--- config.mk ---
export PLATFORM = sky130hd
export DESIGN_NAME = ddr_rd_burst_seq
export DESIGN_NICKNAME = d
export VERILOG_FILES = /design/src/source/ddr_rd_pkg.sv /design/src/source/ddr_rd_burst_seq.sv
export SDC_FILE = /design/constraint.sdc
export NUM_CORES = 1
export LEC_CHECK = 0
export BUFFER_PORTS_ARGS = -buffer_cell sky130_fd_sc_hd__buf_2
export CAP_MARGIN = 20
export CELL_PAD_IN_SITES_DETAIL_PLACEMENT = 1
export CELL_PAD_IN_SITES_GLOBAL_PLACEMENT = 2
export CORE_MARGIN = 4
export CORE_UTILIZATION = 13
export DETAILED_ROUTE_END_ITERATION = 8
export PLACE_DENSITY = 0.82
export SYNTH_ARGS = -nofsm -noshare
export SYNTH_HDL_FRONTEND = slang
export SYNTH_SLANG_ARGS = --single-unit
--- constraint.sdc ---
create_clock -name wclk -period 1.85 [get_ports wclk]
set_input_delay 0.0925 -clock wclk [delete_from_list [all_inputs] [get_ports wclk]]
set_output_delay 0.0925 -clock wclk [all_outputs]
set_load 0.02 [all_outputs]
--- src/source/ddr_rd_pkg.sv ---
package ddr_rd_pkg;

    // data path widths
    localparam int WDATA_W   = 64;           // one ddr beat, one ram write word
    localparam int RDATA_W   = 32;           // one external read word

    // page organisation of the buffer
    localparam int PAGE_W    = 2;            // page number bits
    localparam int NUM_PAGES = 4;            // pages in the buffer
    localparam int WADDR_W   = 7;            // beat index inside a page, 128 beats

    // derived buffer geometry
    localparam int BUF_AW    = PAGE_W + WADDR_W;  // ram write address, page over beat
    localparam int BUF_WORDS = NUM_PAGES << WADDR_W;  // 512 words of 64 bits

    // external read side
    // the top two bits select the page
    // the low eight bits pick a 32 bit half word inside it
    localparam int RADDR_W   = 10;           // 1024 words of 32 bits

    // command page count
    localparam int CNT_W     = 3;            // 1..4 pages per command

    // ram output register option
    localparam int RD_REGS   = 1;            // 1 adds the regen gated output stage

endpackage

--- src/source/ddr_rd_burst_seq.sv ---
`timescale 1ns/1ps

module ddr_rd_burst_seq
    import ddr_rd_pkg::*;
(
    input  logic                 wclk,          // subsystem clock
    input  logic                 rst_n,         // sync, active low
    input  logic                 cmd_start,     // command pulse
    input  logic [PAGE_W-1:0]    cmd_page,      // first page of command
    input  logic [CNT_W-1:0]     cmd_pages,     // number of pages 1 to 4
    input  logic                 ddr_valid,     // one beat on ddr_data
    input  logic [WDATA_W-1:0]   ddr_data,      // beat from memory
    input  logic                 page_release,  // client done with a page
    input  logic [PAGE_W-1:0]    release_page,  // page being released
    input  logic [PAGE_W-1:0]    page,          // buffer's current write page
    input  logic                 wlast,         // buffer at beat 127
    output logic [PAGE_W-1:0]    wpage_in,      // start page to buffer
    output logic                 wpage_set,     // load start page
    output logic                 page_next,     // advance to next page
    output logic                 we,            // beat write
    output logic [WDATA_W-1:0]   data_in,       // beat data to buffer
    output logic                 busy,          // command in progress
    output logic [NUM_PAGES-1:0] page_ready,    // per page filled flag
    output logic                 overrun        // sticky flag for a refilled unreleased page
);

    logic [PAGE_W-1:0] cmd_page_r;              // latched start page
    logic [CNT_W-1:0]  pages_left;              // pages still to fill incl current
    logic              accept;                  // command taken this cycle
    logic              page_done;               // last beat of a page written
    logic              more_pages;              // another page follows
    logic              first_pend;              // next beat is beat 0 of a page

    // memory side cannot stall so data passes straight through
    assign we      = ddr_valid;
    assign data_in = ddr_data;

    assign accept     = cmd_start && !busy;     // ignored while busy
    assign page_done  = we && wlast;
    assign more_pages = pages_left > CNT_W'(1);
    assign page_next  = page_done && more_pages; // same cycle as beat 127
    assign wpage_in   = cmd_page_r;

    // command latch and page counting
    always_ff @(posedge wclk) begin
        if (!rst_n) begin
            cmd_page_r <= '0;
            pages_left <= '0;
            wpage_set  <= 1'b0;
            busy       <= 1'b0;
        end else begin
            wpage_set <= accept;                // one cycle after cmd_start
            if (accept) begin
                cmd_page_r <= cmd_page;
                pages_left <= cmd_pages;
                busy       <= 1'b1;             // rises with wpage_set
            end else if (page_done) begin
                if (more_pages) begin
                    pages_left <= pages_left - 1'b1;
                end else begin
                    pages_left <= '0;
                    busy       <= 1'b0;         // last page of command full
                end
            end
        end
    end

    // beat 0 tracking armed by either page control
    always_ff @(posedge wclk) begin
        if (!rst_n) begin
            first_pend <= 1'b0;
        end else if (wpage_set || page_next) begin
            first_pend <= 1'b1;                 // page_next wins over its own beat
        end else if (we) begin
            first_pend <= 1'b0;
        end
    end

    // ready bits and sticky overrun
    always_ff @(posedge wclk) begin
        if (!rst_n) begin
            page_ready <= '0;
            overrun    <= 1'b0;
        end else begin
            if (page_release) begin
                page_ready[release_page] <= 1'b0;
            end
            if (page_done) begin
                page_ready[page] <= 1'b1;       // fill beats a same cycle release
            end
            if (we && first_pend && page_ready[page]) begin
                overrun <= 1'b1;                // client still owns this page
            end
        end
    end

    // beats only arrive inside a command
    a_valid_in_busy: assert property (@(posedge wclk) disable iff (!rst_n)
        ddr_valid |-> busy)
        else $error("ddr_valid outside busy");

endmodule

==> run metrics, run 1 <==
status=complete, no violations; Switch Pwr=0.187 mW; Synth Flop Type=dfxtp_1; P_int=0.501 mW; Seq cells post-synth=13; reg-to-reg endpoint=pages_left[1]; CTS tree=built; IO Pins=154; DR vias=634; largest family of logic cells by synthesized area=buffers and inverters; Post-Synth Adder-Cell Area=2.23%; Area growth syn-to-layout=-17.0%; Final Hold Viols=0; slowest CP cell=dfxtp_1; vias in the first global route=725; CORE AREA=8300 sq um; sequential share of power=45.1%; Synth top area share=43.6%; clock share of power=37.4%; die height=101 microns; Via density=3.17; f_max=601 MHz; max cap viols=0; number of synthesized flops with an enable pin=0; Synth Area in Compound Gates=15.3%; synth unique cells=30; synth warn=0; fin crit period=1.66 ns; met1 wire length=1060 microns; GP Congestion=0.740; clk_lat worst skew=0.24 ns; Seq/Total Area, Yosys=23.2%; setup TNS=0 ns; Leak=0.364 nW; metal2 WL=1150 microns; top cells by area, synth=buf_4 (44%), dfxtp_1 (23%), a21boi_0 (3.4%); Max Buffers Root-to-Sink=2; Cell Pwr Density=740 nW/um^2; gr usage total=4.88%; syn nets=213; Starting DRT DRC Count=12; Post-Synth XOR/XNOR Area=0.782%; most frequent cell after synthesis=buf_4; Final ANT Viol Nets=0; area of the multi-input gates=353 sq um; worst vdd ir=0.230 mV; Setup crit end kind=primary output; routed wl met3=200 microns; Sw Share=27.1%; htree depth=1; hold-critical path endpoint=pages_left[2]; Synth async-reset ratio=0%; first-pass GRT wire length=3840 microns; Post-DP HPWL=1990 microns; Comb pwr share=17.5%; Finish-stage setup viols=0; mux cell area share after synthesis=2.91%; post-route clock skew=0.00168 ns; Critical Path Max Stage Delay=0.37 ns; CP Class=flip-flop to primary output; first drt pass iteration count=2; Die ar.=10,200 sq um; DR DRC count=0; share of cells above drive strength 1=32.6%; CTS hold repair buffers=0; cell count of the worst reg-to-reg path=5; Arrival @ worst endpoint=1.57 ns; Pins Over Slew Limit=0; Critical Path Start Type=flip-flop; drt total wl=2430 microns; postcts setup bufs=0; number of I/O port buffers=25; Hold Path Origin=cmd_pages[2]; initial core utilization=13.5%; Mapped Area=1120 sq um; Sink Count=13; post-synthesis simple-gate area fraction=10.3%; RSZ-0062 raised after global routing=false; Critical Path RT=1.76 ns; Mean Syn Cell Area=8.48 sq um; die width=101 microns; Slew @ Worst Pin=0.390 ns; pin count of the biggest net entering global routing=15; Mapped Cells=132; WHS Path Cells=2; Hold WC Path Type=input pin to flip-flop; FP Rows=33; number of buffers created by CTS=3; cts repair resizes=0; clk slew on worst S/H paths=0.06 ns; worst-path fanout max=4; antenna violations before repair=0; slew margin rel.=73.9%; Synth area leader=buf_4; period utilisation layout=89.9%; # diodes=0; Routed WL per cell=12.2 microns; worst path cell trace=inv_1, ha_1, o21bai_1, a21oi_1, buf_2; total gr overflow=0; Fillers=977; Nets=177; Reg area=260 sq um; Min Hold Slack=0.0782 ns; clk root buf=clkbuf_8; top sig layer=met4; reg2reg start=pages_left[1]; commonest cells in the netlist=buf_4 (65), dfxtp_1 (13), nand2_1 (6); setup slack, reg-to-reg=0.40 ns
==> kinds of logic after synthesis <==
| group | after synthesis |
|---|---|
| fa+ha+maj | 2 |
| mux | 2 |
| xor+xnor | 1 |
| simple gates | 20 |
| flops | 13 |
| compound gates | 24 |
| buf+inv | 70 |
==> area by class of cell <==
type / count / area share [%]
Clock buffer: 4 / 4.85
Inverter: 4 / 1.62
Multi-Input combinational cell: 49 / 38.0
Sequential cell: 13 / 28.0
Tap cell: 105 / 14.1
Timing Repair Buffer: 25 / 13.5
==> cells in the final DEF, fill, tap and decap left out, types with 2 or more instances in the layout <==
| cell | count |
|---|---|
| a21boi_0 | 5 |
| a21boi_1 | 2 |
| a21oi_1 | 3 |
| and2_1 | 2 |
| buf_2 | 25 |
| clkbuf_8 | 3 |
| dfxtp_1 | 13 |
| ha_1 | 2 |
| inv_1 | 4 |
| nand2_1 | 6 |
| nand2b_1 | 2 |
| nand3b_1 | 2 |
| nor2b_1 | 4 |
| o21ai_0 | 5 |
==> worst max-delay path, delay by kind of cell, from the launching register on <==
kind	cells	cell delay, ns
AOI/OAI and AO/OA	2	0.47
adders and majority gates	1	0.19
buffers and inverters	2	0.30
DFF	1	0.37
==> sequential cells by signal, summed over array words and instances, names as in the netlist <==
register / flops
page_ready: 4
pages_left: 3
wpage_in: 2
busy: 1
first_pend: 1
overrun: 1
wpage_set: 1
==> how the worst max path moves through the flow <==
stage / startpoint / endpoint / slack [ns] / depth (start not counted)
6_report: pages_left[1] / page_next / 0.19 / 5
5_1_grt: pages_left[1] / page_next / 0.05 / 5
4_1_cts: pages_left[1] / page_next / 0.19 / 5
3_5_place_dp: pages_left[1] / pages_left[1] / 0.41 / 5
3_3_place_gp: pages_left[1] / pages_left[1] / 0.49 / 5
2_1_floorplan: pages_left[1] / pages_left[2] / 0.39 / 5
==> power by group through the flow <==
stage                     registers (mW)  clock network (mW)  logic, mW
final                              0.310               0.257      0.120
after global routing               0.313               0.279      0.137
after CTS                          0.311               0.266      0.124
after detailed placement           0.317                   0      0.123
after global placement             0.316                   0      0.120
after floorplan                    0.323                   0      0.266
==> through the flow <==
step                total power [mW]  std cells  worst slack [ns]  util (%)  cell area, sq um
finish                         0.688        200             0.186      11.2               930
global route                   0.729        200            0.0466      11.2               930
CTS                            0.701        200             0.188      11.2               930
detailed placement             0.440        196             0.406      10.7               885
global placement               0.437        196             0.486      10.7               885
floorplan                      0.589        132             0.386         -              1120
==> metal layers <==
| layer | global-route usage (%) | up-vias |
|---|---|---|
| met5 | 0 | - |
| met4 | 2.28 | 0 |
| met3 | 1.52 | 6 |
| li1 | - | 298 |
| met2 | 8.00 | 32 |
| met1 | 5.76 | 298 |
Note: power is estimated with default switching activity, not from simulation.
==> run 2: changes to the inputs <==
Settings changed: CORE_ASPECT_RATIO from default to 0.7.
==> run metrics, run 2 (synthesized netlist as in run 1, its figures left out) <==
Finish-stage setup viols=0 (unchanged); CTS hold repair buffers=0 (unchanged); post-route clock skew=0.00125 ns (-0.000438 ns); Sink Count=13 (unchanged); Via density=3.40 (+7.3%); Max Buffers Root-to-Sink=2 (unchanged); Die ar.=10,200 sq um (+0.23%); f_max=586 MHz (-2.5%); Arrival @ worst endpoint=1.61 ns (+0.04 ns); hold-critical path endpoint=pages_left[2]; Fillers=1,015 (+3.9%); htree depth=1 (unchanged); Slew @ Worst Pin=0.454 ns (+0.0637 ns); first-pass GRT wire length=3710 microns (-3.6%); setup TNS=0 ns (unchanged); DR DRC count=0 (unchanged); RSZ-0062 raised after global routing=false; number of I/O port buffers=25 (unchanged); CP Class=flip-flop to primary output; clk root buf=clkbuf_16; reg-to-reg endpoint=pages_left[1]; first drt pass iteration count=3 (+1); commonest non-fill, non-tap cells in the layout=buf_2 (25), dfxtp_1 (13), nand2_1 (6), o21ai_0 (5), a21boi_0 (5); gr usage total=4.65% (-0.23 points); Finished Layout Cells=200 (unchanged); GP Congestion=0.700 (-5.3%); clk_lat worst skew=0.24 ns (about the same); Routed WL per cell=12.1 microns (-0.29%); reg2reg start=pages_left[1]; postcts setup bufs=0 (unchanged); number of buffers created by CTS=3 (unchanged); Critical Path Start Type=flip-flop; period utilisation layout=92.2% (+2.3 points); drt total wl=2430 microns (-0.29%); Final Instance Area=963 sq um (+3.6%); Top reg by flops=page_ready; cts repair resizes=0 (unchanged); WHS Path Cells=2 (unchanged); status=complete, no violations; slew margin rel.=69.7% (-4.3 points); max cap viols=0 (unchanged); Pins Over Slew Limit=0 (unchanged); setup slack, reg-to-reg=0.38 ns (-0.02 ns); Nets=177 (unchanged); Leak=0.379 nW (+4.2%); Final Hold Viols=0 (unchanged); total gr overflow=0 (unchanged); CTS tree=built; vias in the first global route=707 (-2.5%); DR vias=680 (+7.3%); FP Rows=28 (-15%); dpl cell area=885 sq um (unchanged); placed insts=196 (unchanged); die width=119 microns (+18%); cell count of the worst reg-to-reg path=5 (unchanged); max reg flops=4 (unchanged); antenna violations before repair=0 (unchanged); Min Hold Slack=0.0872 ns (+0.00897 ns); Critical Path RT=1.76 ns (about the same); Area growth syn-to-layout=-14.0%; clk slew on worst S/H paths=0.05 ns (about the same); CORE AREA=8410 sq um (+1.3%); Total Power=0.843 mW (+23%); Hold WC Path Type=input pin to flip-flop; initial core utilization=13.3% (-0.17 points); share of cells above drive strength 1=32.6% (unchanged); # diodes=0 (unchanged); Post-DP HPWL=1940 microns (-2.7%); worst-path fanout max=4 (unchanged); die height=85.7 microns (-15%); Final ANT Viol Nets=0 (unchanged); Hold Path Origin=cmd_pages[2]; most common cell after layout, fill and taps aside=buf_2; worst vdd ir=0.239 mV (+4.1%); IO Pins=154 (unchanged); Starting DRT DRC Count=6 (-6); Cell Pwr Density=875 nW/um^2 (+18%); Setup crit end kind=primary output; pin count of the biggest net entering global routing=15 (unchanged); fin crit period=1.71 ns (+0.0424 ns)
## run 2: cell count changes in the layout (fill, tap and decap cells not counted)
cell / delta
clkbuf_8: -3
clkbuf_16: +3
## run 2: routing by layer
metal,routed length [microns],vias to the layer above,track usage [%]
li1,-,301,-
met1,1020,335,5.31
met2,1140,40,6.86
met3,226,4,2.70
met4,38,0,2.52
met5,0,-,0
## run 2: layout make-up
class                           count  area (sq um)  area share [%]
Timing Repair Buffer               25           125            13.0
Sequential cell                    13           260            27.0
Tap cell                          105           131            13.6
Multi-Input combinational cell     49           353            36.6
Clock buffer                        4          78.8            8.18
Inverter                            4          15.0            1.56
## run 2: power by group
part           switching (mW)  internal [mW]  total [mW]
combinational          0.0701         0.0531       0.123
clock                   0.118          0.291       0.408
sequential             0.0143          0.297       0.312
total                   0.202          0.641       0.843
## run 2: how the worst max path moves through the flow
stage	start	to	slack [ns]	cells past startpoint
4_1_cts	pages_left[1]	page_next	0.14	5
2_1_floorplan	pages_left[1]	pages_left[2]	0.39	5
6_report	pages_left[1]	page_next	0.14	5
3_3_place_gp	pages_left[1]	pages_left[1]	0.49	5
3_5_place_dp	pages_left[1]	pages_left[1]	0.41	5
5_1_grt	pages_left[1]	page_next	0.03	5
## run 2: metrics by stage
stage	utilization (%)	worst slack (ns)
floorplan	-	0.386
global placement	10.5	0.488
detailed placement	10.5	0.409
CTS	11.5	0.145
global route	11.5	0.0270
finish	11.5	0.144
## run 2: critical path: stages (launching register included)
cell      delay (ns)
dfxtp_1         0.37
inv_1           0.09
ha_1            0.20
o21bai_1        0.19
a21oi_1         0.29
buf_2           0.23
